### src/hw/slurm_pipe_pkg.sv
// ==========================================================================
// Widths, vector types and enums for the pipeline controller.
// The word address is the byte address without its two low bits.
// ==========================================================================
package slurm_pipe_pkg;

	localparam int INSN_W      = 32;	// Instruction word
	localparam int ADDR_W      = 32;	// Byte address
	localparam int WORD_ADDR_W = 30;	// Word address, ADDR_W - 2
	localparam int REG_TAG_W   = 8;	// Destination register tag

	typedef logic [INSN_W-1:0]      insn_t;
	typedef logic [ADDR_W-1:0]      byte_addr_t;
	typedef logic [WORD_ADDR_W-1:0] word_addr_t;
	typedef logic [REG_TAG_W-1:0]   reg_tag_t;

	// Sequencer states
	typedef enum logic [2:0] {
		ST_RESET   = 3'd0,
		ST_EXEC    = 3'd1,
		ST_HALT    = 3'd2,	// Sleeping, no fetch requests
		ST_STALL1  = 3'd3,	// Hazard with slot 1, three cycle hold
		ST_STALL2  = 3'd4,
		ST_STALL3  = 3'd5,
		ST_ISTALL1 = 3'd6,	// Miss seen, PC rewinds
		ST_ISTALL2 = 3'd7	// Wait for instruction_valid
	} pipe_state_t;

	// Program counter operations
	typedef enum logic [2:0] {
		PC_CLEAR  = 3'd0,	// pc and prev to zero
		PC_HOLD   = 3'd1,
		PC_STEP   = 3'd2,	// prev takes pc, pc increments
		PC_LOAD   = 3'd3,	// prev takes pc, pc takes target
		PC_REWIND = 3'd4	// pc back to prev
	} pc_op_t;

endpackage

### src/hw/pipe_ctrl_if.sv
// ==========================================================================
// Per-slot hold and kill controls from the sequencer to the stage registers.
// All controls are active high and combinational from the sequencer state.
// ==========================================================================
interface pipe_ctrl_if
	import slurm_pipe_pkg::*;
();

	logic fetch_kill;	// Fetch slot loads a bubble
	logic decode_hold;	// Decode slot keeps its contents
	logic decode_kill;	// Decode bubble bit set
	logic execute_kill;	// Execute slot loads a bubble
	logic tail_kill;	// Memory and writeback slots load bubbles

	modport seq (
		output fetch_kill, decode_hold, decode_kill,
		output execute_kill, tail_kill
	);

	// Stage registers only look at these, never at the state itself
	modport stages (
		input fetch_kill, decode_hold, decode_kill,
		input execute_kill, tail_kill
	);

endinterface

### src/hw/pc_unit.sv
// ==========================================================================
// Fetch PC and previous PC, word addressed. Clearing comes only from
// PC_CLEAR, so the sequencer must sit in reset for at least one edge.
// ==========================================================================
module pc_unit
	import slurm_pipe_pkg::*;
(
	input  logic       CLK,
	input  pc_op_t     pc_op,
	input  word_addr_t target,	// Branch target, word address
	output word_addr_t pc
);

	word_addr_t prev_pc;	// Address issued one fetch earlier

	always_ff @(posedge CLK) begin
		case (pc_op)
			PC_CLEAR: begin
				pc      <= '0;
				prev_pc <= '0;
			end
			PC_STEP: begin
				prev_pc <= pc;
				pc      <= pc + word_addr_t'(1);
			end
			PC_LOAD: begin
				prev_pc <= pc;	// Keeps the last issued address for a rewind
				pc      <= target;
			end
			PC_REWIND: begin
				pc <= prev_pc;	// prev stays, repeated rewinds land in the same place
			end
			default: begin
				pc      <= pc;	// PC_HOLD
				prev_pc <= prev_pc;
			end
		endcase
	end

	// Rewind restores the address from before the last step
	a_rewind: assert property (@(posedge CLK)
		(pc_op == PC_REWIND) |=> (pc == $past(prev_pc)));

endmodule

### src/hw/pipe_sequencer.sv
// ==========================================================================
// Pipeline FSM with halt latch, PC operation choice and slot control decode.
// Hazard inputs only count when the fetch slot holds a real instruction.
// ==========================================================================
module pipe_sequencer
	import slurm_pipe_pkg::*;
(
	input  logic   CLK,
	input  logic   RSTb,
	input  logic   instruction_valid,	// Low on a fetch miss
	input  logic   fetch_bubble,	// Fetch slot holds a bubble
	input  logic   hazard_1,
	input  logic   hazard_2,
	input  logic   hazard_3,
	input  logic   branch,	// Load PC request from execute
	input  logic   halt_request,
	input  logic   wake,
	pipe_ctrl_if.seq ctrl,
	output pc_op_t pc_op,
	output logic   instruction_request
);

	pipe_state_t state;
	pipe_state_t state_next;
	logic        halt_lat;	// Sleep request waiting to be taken
	logic        can_stall;
	logic        in_stall;

	// A hazard on a bubble or under a branch never stalls
	assign can_stall = !fetch_bubble && !branch;
	assign in_stall  = (state == ST_STALL1) || (state == ST_STALL2) || (state == ST_STALL3);

	always_comb begin
		state_next = state;
		case (state)
			ST_RESET:  state_next = ST_EXEC;
			ST_EXEC: begin
				if (!instruction_valid)
					state_next = ST_ISTALL1;	// Miss beats everything
				else if (can_stall && hazard_1)
					state_next = ST_STALL1;
				else if (can_stall && hazard_2)
					state_next = ST_STALL2;
				else if (can_stall && hazard_3)
					state_next = ST_STALL3;
				else if (halt_lat)
					state_next = ST_HALT;
			end
			ST_STALL1:  state_next = ST_STALL2;
			ST_STALL2:  state_next = branch ? ST_EXEC : ST_STALL3;
			ST_STALL3:  state_next = ST_EXEC;
			ST_ISTALL1: state_next = ST_ISTALL2;	// PC rewinds here
			ST_ISTALL2: begin
				if (instruction_valid)
					state_next = ST_EXEC;
			end
			ST_HALT: begin
				if (wake)
					state_next = ST_EXEC;
			end
		endcase
	end

	always_ff @(posedge CLK) begin
		if (!RSTb)
			state <= ST_RESET;
		else
			state <= state_next;
	end

	// Latched sleep request, consumed once halt is reached
	always_ff @(posedge CLK) begin
		if (!RSTb)
			halt_lat <= 1'b0;
		else if (state == ST_HALT)
			halt_lat <= 1'b0;
		else if (halt_request)
			halt_lat <= 1'b1;
	end

	// PC operation per state, a branch always wins outside reset
	always_comb begin
		case (state)
			ST_RESET: pc_op = PC_CLEAR;
			ST_EXEC:  pc_op = branch ? PC_LOAD : PC_STEP;
			ST_STALL1, ST_STALL2, ST_STALL3, ST_ISTALL1:
				pc_op = branch ? PC_LOAD : PC_REWIND;	// Refetch the held word's successor
			default:  pc_op = branch ? PC_LOAD : PC_HOLD;	// ISTALL2 and HALT
		endcase
	end

	// Slot controls
	assign ctrl.fetch_kill   = (state != ST_EXEC) || branch;
	assign ctrl.decode_hold  = in_stall;
	assign ctrl.decode_kill  = (state == ST_RESET) || (state == ST_HALT) ||
	                           (state == ST_ISTALL1) || branch;	// Missed word is junk
	assign ctrl.execute_kill = (state == ST_RESET) || (state == ST_HALT) || in_stall;
	assign ctrl.tail_kill    = (state == ST_RESET);

	// Fetch port is released while sleeping
	assign instruction_request = (state != ST_HALT);

	a_state_legal: assert property (@(posedge CLK) disable iff (!RSTb)
		state inside {ST_RESET, ST_EXEC, ST_HALT, ST_STALL1, ST_STALL2,
		              ST_STALL3, ST_ISTALL1, ST_ISTALL2});

	// Held decode must never see a new fetched word behind it
	a_hold_kills_fetch: assert property (@(posedge CLK) disable iff (!RSTb)
		ctrl.decode_hold |-> ctrl.fetch_kill);

	a_halt_entry: assert property (@(posedge CLK) disable iff (!RSTb)
		$rose(state == ST_HALT) |-> $past(halt_lat));

endmodule

### src/hw/slurm_pipe_top.sv
// ==========================================================================
// Pipeline controller top level. The branch target is the upper 30 bits of
// load_pc_address; its two low bits are ignored.
// ==========================================================================
module slurm_pipe_top
	import slurm_pipe_pkg::*;
(
	input  logic       CLK,
	input  logic       RSTb,
	output logic       instruction_request,	// Low while halted
	input  logic       instruction_valid,
	output word_addr_t instruction_address,
	input  insn_t      instruction_in,
	input  word_addr_t instruction_address_in,
	output insn_t      pipeline_stage_0,
	output insn_t      pipeline_stage_1,
	output insn_t      pipeline_stage_2,
	output insn_t      pipeline_stage_3,
	output insn_t      pipeline_stage_4,
	output byte_addr_t pc_stage_4,
	output logic       nop_stage_2,
	output logic       nop_stage_4,
	input  logic       hazard_1,	// Fetch slot against slot 1
	input  logic       hazard_2,	// Fetch slot against slot 2
	input  logic       hazard_3,	// Fetch slot against slot 3
	input  reg_tag_t   hazard_reg0,
	input  logic       modifies_flags0,
	output reg_tag_t   hazard_reg1,
	output reg_tag_t   hazard_reg2,
	output reg_tag_t   hazard_reg3,
	output logic       modifies_flags1,
	output logic       modifies_flags2,
	output logic       modifies_flags3,
	input  logic       halt_request,
	input  logic       wake,
	input  logic       load_pc_request,
	input  byte_addr_t load_pc_address
);

	pipe_ctrl_if ctrl_if ();

	pc_op_t     pc_op;
	logic       fetch_bubble;
	word_addr_t target;

	assign target = load_pc_address[ADDR_W-1:2];

	pipe_sequencer seq_i (
		.CLK                 (CLK),
		.RSTb                (RSTb),
		.instruction_valid   (instruction_valid),
		.fetch_bubble        (fetch_bubble),
		.hazard_1            (hazard_1),
		.hazard_2            (hazard_2),
		.hazard_3            (hazard_3),
		.branch              (load_pc_request),
		.halt_request        (halt_request),
		.wake                (wake),
		.ctrl                (ctrl_if.seq),
		.pc_op               (pc_op),
		.instruction_request (instruction_request)
	);

	pc_unit pc_i (
		.CLK    (CLK),
		.pc_op  (pc_op),
		.target (target),
		.pc     (instruction_address)	// Fetch address is the live pc
	);

	stage_regs stages_i (
		.CLK                    (CLK),
		.ctrl                   (ctrl_if.stages),
		.instruction_in         (instruction_in),
		.instruction_address_in (instruction_address_in),
		.hazard_reg0            (hazard_reg0),
		.modifies_flags0        (modifies_flags0),
		.fetch_bubble           (fetch_bubble),
		.pipeline_stage_0       (pipeline_stage_0),
		.pipeline_stage_1       (pipeline_stage_1),
		.pipeline_stage_2       (pipeline_stage_2),
		.pipeline_stage_3       (pipeline_stage_3),
		.pipeline_stage_4       (pipeline_stage_4),
		.pc_stage_4             (pc_stage_4),
		.nop_stage_2            (nop_stage_2),
		.nop_stage_4            (nop_stage_4),
		.hazard_reg1            (hazard_reg1),
		.hazard_reg2            (hazard_reg2),
		.hazard_reg3            (hazard_reg3),
		.modifies_flags1        (modifies_flags1),
		.modifies_flags2        (modifies_flags2),
		.modifies_flags3        (modifies_flags3)
	);

endmodule

### src/hw/stage_regs.sv
// ==========================================================================
// Five pipeline slots with instruction, word PC and bubble bit. Hazard tags
// enter at decode and leave after the memory slot. No reset of their own.
// ==========================================================================
module stage_regs
	import slurm_pipe_pkg::*;
(
	input  logic       CLK,
	pipe_ctrl_if.stages ctrl,
	input  insn_t      instruction_in,
	input  word_addr_t instruction_address_in,
	input  reg_tag_t   hazard_reg0,	// Tag of the word now in fetch
	input  logic       modifies_flags0,
	output logic       fetch_bubble,
	output insn_t      pipeline_stage_0,
	output insn_t      pipeline_stage_1,
	output insn_t      pipeline_stage_2,
	output insn_t      pipeline_stage_3,
	output insn_t      pipeline_stage_4,
	output byte_addr_t pc_stage_4,
	output logic       nop_stage_2,	// Execute must not change state
	output logic       nop_stage_4,	// No writeback
	output reg_tag_t   hazard_reg1,
	output reg_tag_t   hazard_reg2,
	output reg_tag_t   hazard_reg3,
	output logic       modifies_flags1,
	output logic       modifies_flags2,
	output logic       modifies_flags3
);

	word_addr_t pc_s0, pc_s1, pc_s2, pc_s3, pc_s4;
	logic       nop_s1, nop_s3;

	// Fetch slot
	always_ff @(posedge CLK) begin
		pipeline_stage_0 <= instruction_in;
		pc_s0            <= instruction_address_in;
		fetch_bubble     <= ctrl.fetch_kill;
	end

	// Decode slot, frozen during a hazard stall
	always_ff @(posedge CLK) begin
		if (!ctrl.decode_hold) begin
			pipeline_stage_1 <= pipeline_stage_0;
			pc_s1            <= pc_s0;
			hazard_reg1      <= hazard_reg0;
			modifies_flags1  <= modifies_flags0;
		end
		if (ctrl.decode_kill)
			nop_s1 <= 1'b1;
		else if (!ctrl.decode_hold)
			nop_s1 <= fetch_bubble;	// Held slot keeps its old bubble bit
	end

	// Execute slot
	always_ff @(posedge CLK) begin
		pipeline_stage_2 <= pipeline_stage_1;
		pc_s2            <= pc_s1;
		hazard_reg2      <= hazard_reg1;
		modifies_flags2  <= modifies_flags1;
		nop_stage_2      <= ctrl.execute_kill || nop_s1;
	end

	// Memory slot, last one with hazard tags
	always_ff @(posedge CLK) begin
		pipeline_stage_3 <= pipeline_stage_2;
		pc_s3            <= pc_s2;
		hazard_reg3      <= hazard_reg2;
		modifies_flags3  <= modifies_flags2;
		nop_s3           <= ctrl.tail_kill || nop_stage_2;
	end

	// Writeback slot
	always_ff @(posedge CLK) begin
		pipeline_stage_4 <= pipeline_stage_3;
		pc_s4            <= pc_s3;
		nop_stage_4      <= ctrl.tail_kill || nop_s3;
	end

	assign pc_stage_4 = {pc_s4, 2'b00};	// Back to a byte address

	// A held decode word must not also be copied into execute
	a_hold_bubbles_exec: assert property (@(posedge CLK)
		ctrl.decode_hold |-> ctrl.execute_kill);

endmodule

### config.mk
export PLATFORM = sky130hd
export DESIGN_NAME = slurm_pipe_top
export DESIGN_NICKNAME = d
export VERILOG_FILES = /design/src/hw/slurm_pipe_pkg.sv /design/src/hw/pipe_ctrl_if.sv /design/src/hw/pc_unit.sv /design/src/hw/pipe_sequencer.sv /design/src/hw/slurm_pipe_top.sv /design/src/hw/stage_regs.sv
export SDC_FILE = /design/constraint.sdc
export NUM_CORES = 1
export LEC_CHECK = 0
export BUFFER_PORTS_ARGS = -buffer_cell sky130_fd_sc_hd__clkbuf_2
export CORE_MARGIN = 4
export CORE_UTILIZATION = 53
export DETAILED_ROUTE_END_ITERATION = 7
export PLACE_DENSITY = 0.91
export REMOVE_ABC_BUFFERS = 1
export SKIP_CTS_REPAIR_TIMING = 1
export SYNTH_ARGS = -nofsm -noshare
export SYNTH_HDL_FRONTEND = slang
export SYNTH_SLANG_ARGS = --single-unit
### constraint.sdc
create_clock -name CLK -period 5.35 [get_ports CLK]
set_input_delay 0.535 -clock CLK [delete_from_list [all_inputs] [get_ports CLK]]
set_output_delay 0.535 -clock CLK [all_outputs]
set_load 0.05 [all_outputs]
== Word level (Yosys, flattened, before mapping) ==
Cells that the tools add are included.

* Add/sub/neg operators: 1
* Equality and inequality tests: 15
* Mux-type cells: 15
* Bitwise logic cells: 1
* Reductions and logical operators: 25

{| class="wikitable"
|+ Operators with widths
! operator !! count
|-
| one-hot mux 30 bit (4 select lines) || 1
|-
| one-hot mux 30 bit (2 select lines) || 1
|-
| adder 30 x 1 -> 30 bit (second input constant) || 1
|-
| two-way mux 3 bit || 9
|-
| one-hot mux 3 bit (7 select lines) || 1
|-
| equality test 3 bit (second input constant) || 5
|-
| equality test 3 x 2 -> 1 bit (second input constant) || 4
|-
| logical OR 1 bit || 10
|-
| one-hot mux 3 bit (3 select lines) || 1
|-
| logical NOT 3 bit || 2
|-
| inequality test 6 x 2 -> 1 bit (second input constant) || 1
|-
| OR reduction 2 bit || 3
|-
| logical AND 1 bit || 4
|-
| inequality test 2 bit (second input constant) || 2
|-
| nonzero test 4 bit || 1
|-
| OR reduction 4 bit || 1
|-
| equality test 3 x 1 -> 1 bit (second input constant) || 1
|-
| inequality test 3 x 1 -> 1 bit (second input constant) || 1
|-
| inequality test 3 x 2 -> 1 bit (second input constant) || 1
|-
| AND reduction 3 bit || 1
|-
| logical NOT 1 bit || 2
|-
| two-way mux 2 bit || 1
|-
| nonzero test 2 bit || 1
|-
| two-way mux 1 bit || 1
|-
| inverter 1 bit || 1
|}

* Flip-flop bits (word level): 406
* Input bits: 112
* Output and inout bits: 252
* Word-level logic and storage cells: 82

== Depth between registers and ports, before layout ==
Gate-level depths: netlist of run 1.

* Depth in word-level cells: 8
* Mapped depth: 6
* Mapped depth without buffers: 6

== Hierarchy ==
A second synthesis of run 1 with hierarchy kept.

* Cells, all modules: 663
* Area, all modules: 11138.2 sq um

{| class="wikitable"
|+ Modules (own cells, without submodules)
! module !! times used !! cells an instance !! area each (sq um) !! sequential area each (sq um)
|-
| stage_regs || 1 || 351 || 7613.6 || 7557.2
|-
| pc_unit || 1 || 261 || 3130.5 || 1801.7
|-
| pipe_sequencer || 1 || 51 || 394.1 || 80.1
|}

== Worst setup path before layout of run 1 ==
Ideal clock, no wire load.

* Path kind: reg2reg
* From: reg seq_i.state[1]
* To: reg pc_i.prev_pc[0] (enable)
* Library setup time: 0.459 ns
* Arrival time: 2.705 ns
* Required time: 4.891 ns
* Setup slack: 2.186 ns
* Cell stages (with the launch flop): 3
* Path buffers: 1
* Clock period less this slack: 3.164 ns
* Path through: dfxtp_1 clkbuf_1 o21ai_0

* Word-level cells in the longest chain between the ends: 6
* Elaborated cells on any way between the ends: 13
* Those cells by class: 7 x eq/ne; 1 x mux; 5 x reduce/logical

{| class="wikitable"
|+ Ends and longest elaborated chain
! element !! line !! source
|-
| from (decl) || pipe_sequencer.sv:23 || <nowiki>pipe_state_t state;</nowiki>
|-
| from (signal assigned) || pipe_sequencer.sv:68 || <nowiki>state <= state_next;</nowiki>
|-
| equality test 3 bit / equality test 3 x 2 -> 1 bit (equally long branches) || pipe_sequencer.sv:83 || <nowiki>case (state)</nowiki>
|-
| OR reduction 4 bit || pipe_sequencer.sv:83 ||
|-
| one-hot mux 3 bit (3 select lines) * || pipe_sequencer.sv:83 ||
|-
| equality test 3 x 2 -> 1 bit || pc_unit.sv:17 || <nowiki>case (pc_op)</nowiki>
|-
| OR reduction 2 bit (no source line) || - ||
|-
| nonzero test 2 bit (no source line) * || - ||
|-
| to (signal assigned) || pc_unit.sv:23 || <nowiki>prev_pc <= pc;</nowiki>
|-
| to (signal assigned) || pc_unit.sv:27 || <nowiki>prev_pc <= pc;</nowiki>
|-
| to (signal assigned) || pc_unit.sv:35 || <nowiki>prev_pc <= prev_pc;</nowiki>
|-
| to (decl) || pc_unit.sv:14 || <nowiki>word_addr_t prev_pc;</nowiki>
|}

Every way passes the cells marked *; elsewhere a longest branch is shown, timed or not.
A chain may end at the register's enable or synchronous reset.

== Final worst setup path of run 1 ==
* From: reg seq_i.state[1]
* To: out instruction_request

* Word-level cells in the longest chain between the ends: 1

{| class="wikitable"
|+ Ends and longest elaborated chain
! element !! line !! source
|-
| inequality test 3 x 2 -> 1 bit || pipe_sequencer.sv:101 || <nowiki>assign instruction_request = (state != ST_HALT);</nowiki>
|-
| to (decl) || slurm_pipe_top.sv:10 || <nowiki>output logic instruction_request,</nowiki>
|}

No other way between the ends.

==> reports/metrics.cfg, run 1 <==
[logic_synthesis]
synth_area_sq_um=10900
yosysSeqAreaShare_pct=86.3
synthCells=647
yosysWarnings=0
ys_types=43
synth_area_per_cell_sq_um=16.9
synth_seq_cells=406

[setup_path]
crit_fanout=16
cpLargestDelayFamily=flip-flops
regToRegSetupSlack_ns=3.08
max_stage_delay_ns=0.64
worstPathArrival_ns=1.92
crit_chain=or3b_2 -> clkbuf_2
setup.worst_path.end_class=output port
cp_num_buf_inv=1
critical_path_required_ns=4.82
timing_worst_setup_path_type=flip-flop to output port
crit_path_top_delay_cell=dfxtp_1
start_kind=flip-flop

[grt]
grt.overflow.total=0
grt_pass1_wl_mm=38.6
grt_pass1_vias=6974
grt_max_degree=72
grt_usage_pct=22.1
antenna_found_initial=1

[place]
dp_cells=1264
numPortBuffers=359
dp_hpwl_mm=17.8
place_congestion=0.860

[timing]
slew_violations=0
fin_crit_sh_pct=45.9
slew_headroom_pct=29.7
rsz0062_at_grt=no
hold_viol=0
max_freq_mhz=407
fin_skew_ns=0.0218
setup_viol=0
finalSetupTns_ns=0
finalCriticalPeriod_ns=2.46
timing.hold.ws_ns=0.0986
worst-slew-pin-transition_ns=1.05

[run]
maxCapViolCount=0

[die]
start_util_pct=54.0
fp.dieArea_sq_um=23000
num_io_pins=364
rows=52
core_sq_um=20200
die_y_um=152
dieWidth_um=152

[drt]
ant_nets=0
drt_iter0_drc=396
viasPerCell=4.90
wl_per_cell_um=19.8
remaining_drc_errors=0
via_count=6548
totalWireLength_mm=26.5
first_pass_iters=4

[final_layout]
final_cell_mix=clkbuf_2 (359), dfxtp_1 (275), edfxtp_1 (131)
fin_nets=1148
final_cells=1336
final_layout_size_suffix_gt1_share_pct=40.9
diodes=0
fillers=1261
layout_commonest_cell=clkbuf_2
areaGrowthSynthToFinish_pct=30.9

[clock_tree]
clock_path_buffers=3
clk_pin_slew_worst_paths_ns=0.07
cts_htree_levels=2
cts_sinks=406
cts-root-buf=clkbuf_16
cts_buffers=39
cts_tree=yes
clk_latency_ns=0.53

[pwr]
power_density_nw_per_um2=596
peakVddDrop_v=0.000433
p_leak_nw=6.27

[worst_hold_path]
min_path_type=input port to flip-flop

[outcome]
status=finished clean

-- through the flow --
| stage | worst slack [ns] | util [%] | power, W | cell area (sq um) |
|---|---|---|---|---|
| after detailed placement | 3.11 | 64.5 | 0.00591 | 13000 |
| after global placement | 3.16 | 64.5 | 0.00585 | 13000 |
| final | 2.89 | 70.7 | 0.00853 | 14300 |
| after CTS | 2.88 | 70.7 | 0.00859 | 14300 |
| after global routing | 2.79 | 70.7 | 0.00883 | 14300 |
| after floorplan | 2.29 | - | 0.00536 | 10900 |
-- cells in the mapped netlist --
cell type,number,area share [%]
conb_1,1,0.034
nand4_1,11,0.63
or3b_2,1,0.080
buf_1,1,0.034
nor3_1,9,0.41
a21oi_1,1,0.046
nand3_1,12,0.55
xnor2_1,7,0.56
edfxtp_1,131,36
mux2i_1,1,0.092
nor3_2,1,0.092
dfxtp_1,275,50
o22ai_1,2,0.11
nand2_1,14,0.48
nor4_1,2,0.11
nand4_4,1,0.19
a22oi_1,27,1.9
mux2_2,1,0.10
nand2b_1,2,0.11
nor2_1,19,0.65
a211oi_1,1,0.069
nand3b_1,1,0.069
nor4_4,1,0.19
o21a_1,1,0.069
xor2_1,22,1.8
o21ai_0,23,1.1
o211a_1,1,0.092
a22o_1,1,0.080
or4b_2,1,0.092
a31oi_1,1,0.057
ha_1,1,0.11
a221o_1,2,0.18
o21ai_1,8,0.37
or2_2,3,0.17
a311oi_1,1,0.080
and3_1,3,0.17
buf_4,2,0.14
a222oi_1,1,0.092
clkbuf_1,14,0.48
nor2b_1,31,1.8
nor4_2,1,0.11
and2_1,1,0.057
inv_1,7,0.24
-- per-layer routing --
layer | track usage (%) | share of wire [%]
met2 | 40.1 | 53
met1 | 24.7 | 35
met4 | 6.83 | 2.4
met5 | 0 | 0.049
met3 | 7.32 | 8.6
-- area by class of cell --
cell class                 instances  area (sq um)  area share [%]
timing repair buffer             363          1830            12.8
multi-input combinational        218          1420            9.90
sequential                       406          9440            66.0
tap                              270           338            2.36
clock inverter                    23           220            1.54
clock buffer                      49          1040            7.30
inverter                           7          26.3           0.184
-- power by group --
part,total [W],switching [W],internal [W]
combinational,0.00180,0.00147,0.000331
clock,0.00267,0.00116,0.00151
sequential,0.00406,0.000300,0.00376
total,0.00853,0.00293,0.00560
-- kinds of logic (layout without fill, tap and decap cells) --
family / count (synthesis) / in the layout / share of synthesized area (%)
flip-flops: 406 / 406 / 86.3
AND/OR/NAND/NOR: 114 / 114 / 5.96
AO/OA/AOI/OAI: 70 / 70 / 4.15
XOR/XNOR: 29 / 29 / 2.32
buffers and inverters: 24 / 442 / 0.893
multiplexers: 2 / 2 / 0.195
adder cells (fa/ha/maj): 1 / 1 / 0.114
other: 1 / 2 / 0.0343
-- final timing paths --
check                        startpoint                  end  cells after the start
max                      seq_i.state[1]  instruction_request                      2
min          instruction_address_in[16]   stages_i.pc_s0[16]                      1
max reg2reg              seq_i.state[2]           pc_i.pc[2]                      5
min reg2reg           stages_i.pc_s2[2]    stages_i.pc_s3[2]                      0
-- state kept, by name, indices dropped and copies added (netlist names), 30 cells and up --
name / flops
pc_i.pc: 30
stages_i.pipeline_stage_3: 32
stages_i.pipeline_stage_2: 32
pc_i.prev_pc: 30
stages_i.pipeline_stage_1: 32
stages_i.pc_s2: 30
stages_i.pc_s1: 30
stages_i.pipeline_stage_0: 32
stages_i.pc_s4: 30
stages_i.pc_s0: 30
stages_i.pc_s3: 30
stages_i.pipeline_stage_4: 32
No activity file was read; power rests on OpenSTA's default activity.
==> inputs of run 2 (changes only) <==
--- a/config.mk
+++ b/config.mk
@@ -5,11 +5,12 @@
 export SDC_FILE = /design/constraint.sdc
 export NUM_CORES = 1
 export LEC_CHECK = 0
+export ABC_AREA = 1
 export BUFFER_PORTS_ARGS = -buffer_cell sky130_fd_sc_hd__clkbuf_2
 export CORE_MARGIN = 4
-export CORE_UTILIZATION = 53
+export CORE_UTILIZATION = 45
 export DETAILED_ROUTE_END_ITERATION = 7
-export PLACE_DENSITY = 0.91
+export PLACE_DENSITY = 0.83
 export REMOVE_ABC_BUFFERS = 1
 export SKIP_CTS_REPAIR_TIMING = 1
 export SYNTH_ARGS = -nofsm -noshare
==> constraint.sdc (replaced) <==
create_clock -name CLK -period 2.25 [get_ports CLK]
set_input_delay 0.225 -clock CLK [delete_from_list [all_inputs] [get_ports CLK]]
set_output_delay 0.225 -clock CLK [all_outputs]
set_load 0.05 [all_outputs]
==> reports/metrics.cfg, run 2 <==
[outcome]
status=finished with violations  ; was finished clean
violations=negative hold slack

[drt]
wirelength_met1_mm=11.0  ; was 9.38 mm
top_layer_used=met4  ; was met5
viasPerCell=4.68  ; was 4.90
dr_wl_met3_mm=2.34  ; was 2.27 mm
via_count=7965  ; was 6548
wl_per_cell_um=17.4  ; was 19.8 um
met2_length_mm=15.4  ; was 14.2 mm
totalWireLength_mm=29.7  ; was 26.5 mm
drt_iter0_drc=600  ; was 396
remaining_drc_errors=0  ; unchanged
ant_nets=0  ; unchanged
first_pass_iters=5  ; was 4

[run]
maxCapViolCount=0  ; unchanged

[timing]
finalSetupTns_ns=0  ; unchanged
fin_skew_ns=0.0132  ; was 0.0218 ns
layout_setup_ws_ns=0.281  ; was 2.89 ns
timing.hold.ws_ns=-0.0401  ; was 0.0986 ns
rsz0062_at_grt=no  ; unchanged
finalCriticalPeriod_ns=1.97
fin_crit_sh_pct=87.5
hold_viol=3  ; was 0
slew_headroom_pct=66.5  ; was 29.7%
max_freq_mhz=508
slew_violations=0  ; unchanged
worst-slew-pin-transition_ns=0.503  ; was 1.05 ns
setup_viol=0  ; unchanged

[grt]
antenna_found_initial=0  ; was 1
grt_pass1_vias=7702  ; was 6974
grt_usage_pct=19.0  ; was 22.1%
grt_pass1_wl_mm=42.4  ; was 38.6 mm
grt_max_degree=74  ; was 72
grt.overflow.total=0  ; unchanged

[die]
rows=58  ; was 52
start_util_pct=45.6  ; was 54.0%
core_sq_um=25000  ; was 20200 sq um
dieWidth_um=167  ; was 152 um
fp.dieArea_sq_um=28000  ; was 23000 sq um
die_y_um=167  ; was 152 um
num_io_pins=364  ; unchanged

[setup_path]
regToRegSetupSlack_ns=0.35  ; was 3.08 ns
start_kind=flip-flop  ; unchanged
crit_path_top_delay_cell=dfxtp_1  ; unchanged
max_stage_delay_ns=0.42  ; was 0.64 ns
crit_fanout=4  ; was 16
setup.worst_path.end_class=output port  ; unchanged
timing.rr.start=pc_i.pc[0]  ; was seq_i.state[2]
cpLargestDelayFamily=buffers and inverters  ; was flip-flops
critical_path_required_ns=2.03  ; was 4.82 ns
cp_num_buf_inv=3  ; was 1
startpoint=seq_i.state[1]  ; unchanged
timing_worst_setup_path_type=flip-flop to output port  ; unchanged
worstPathArrival_ns=1.74  ; was 1.92 ns
crit_chain=inv_2 -> nor3_1 -> inv_1 -> clkbuf_2  ; was or3b_2 -> clkbuf_2

[clock_tree]
cts_sinks=406  ; unchanged
cts_buffers=40  ; was 39
cts_tree=yes  ; unchanged
cts-root-buf=clkbuf_16  ; unchanged
clk_latency_ns=0.53  ; about the same
clk_pin_slew_worst_paths_ns=0.06  ; was 0.07 ns
cts_htree_levels=2  ; unchanged
clock_path_buffers=3  ; unchanged

[final_layout]
final_core_util_pct=62.7  ; was 70.7%
diodes=0  ; unchanged
final_cell_mix=clkbuf_2 (359), dfxtp_1 (275), nand2_1 (182)  ; was clkbuf_2 (359), dfxtp_1 (275), edfxtp_1 (131)
fillers=1808  ; was 1261
final_layout_size_suffix_gt1_share_pct=32.4  ; was 40.9%
seqCellArea_sq_um=9440  ; unchanged
fin_nets=1454  ; was 1148
areaGrowthSynthToFinish_pct=37.5  ; was 30.9%
final_cells=1703  ; was 1336
layout_commonest_cell=clkbuf_2  ; unchanged
multi_input_comb_area_sq_um=1630  ; was 1420 sq um

[logic_synthesis]
synth_area_per_cell_sq_um=13.2  ; was 16.9 sq um
yosysWarnings=0  ; unchanged
yosys.cell_count.top_type=dfxtp_1  ; unchanged
yosys.area.top_type=dfxtp_1  ; unchanged
ys_types=27  ; was 43
synthCells=867  ; was 647
yosysSeqAreaShare_pct=82.7  ; was 86.3%
netlist_top_cells_area=dfxtp_1 (48%), edfxtp_1 (34%), nand2_1 (6.0%)  ; was dfxtp_1 (50%), edfxtp_1 (36%), a22oi_1 (1.9%)
synth_seq_cells=406  ; unchanged
yosys_most_used_dff=dfxtp_1  ; unchanged
synth_area_sq_um=11400  ; was 10900 sq um
synthTopCellsByCount=dfxtp_1 (275), nand2_1 (182), edfxtp_1 (131), nor2_1 (81), nand3_1 (75)  ; was dfxtp_1 (275), edfxtp_1 (131), nor2b_1 (31), a22oi_1 (27), o21ai_0 (23)
netlist.area_leader.share_pct=48.3  ; was 50.3%
synth_edf_count=131  ; unchanged
async_reset_ff_share_pct=0  ; unchanged

[place]
dp_hpwl_mm=19.7  ; was 17.8 mm
numPortBuffers=359  ; unchanged
place_ws_ns=0.399  ; was 3.11 ns
place_congestion=0.936  ; was 0.860
dp_cells=1549  ; was 1264

[pwr]
p_total_w=0.0219  ; was 0.00853 W
power_density_nw_per_um2=1400  ; was 596 nW/um^2
peakVddDrop_v=0.00108  ; was 0.000433 V
p_leak_nw=7.15  ; was 6.27 nW

[worst_hold_path]
min-delay-start=halt_request  ; was instruction_address_in[16]
min_path_type=input port to flip-flop  ; unchanged

-- run 2: stage by stage --
step           hold slack (ns)  cell area [sq um]
2_1_floorplan            0.253              11300
3_3_place_gp             0.310              13600
3_5_place_dp             0.312              13600
4_1_cts                 -0.232              14900
5_1_grt              -0.000606              15700
6_report               -0.0401              15700
-- run 2: tightest hold or removal path: stages --
cell      delay (ns)
clkbuf_2        0.07
o21ai_0         0.06
nor2_1          0.09
-- run 2: final cells by class --
type / count / area share, %
Sequential cell: 406 / 60.2
Inverter: 66 / 1.60
Clock buffer: 55 / 7.25
Multi-Input combinational cell: 382 / 10.4
Clock inverter: 19 / 1.04
Tap cell: 330 / 2.63
Timing Repair Buffer: 445 / 16.9
-- run 2: metal layers --
layer  up-vias  global-route usage (%)
li1       3771                       -
met1      3734                    22.7
met2       390                    33.9
met3        70                    4.65
met4         0                    6.25
met5         -                       0
-- run 2: kinds of logic after synthesis --
group           synth area share, %
compound gates                 1.24
simple gates                   12.8
other cells                  0.0329
buf+inv                        3.04
fa+ha+maj                     0.110
flops                          82.7
-- run 2: report_power, final --
group	leakage (nW)	switching (W)	internal (W)
sequential	3.73	0.000843	0.00925
combinational	2.79	0.00443	0.000990
clock	0.643	0.00281	0.00362
-- run 2: path summary, 6_finish.rpt --
| check | end | cells after the start |
|---|---|---|
| max reg2reg | pc_i.pc[14] | 8 |
| max | instruction_request | 4 |
| min | seq_i.halt_lat | 3 |
| min reg2reg | stages_i.pc_s4[4] | 0 |
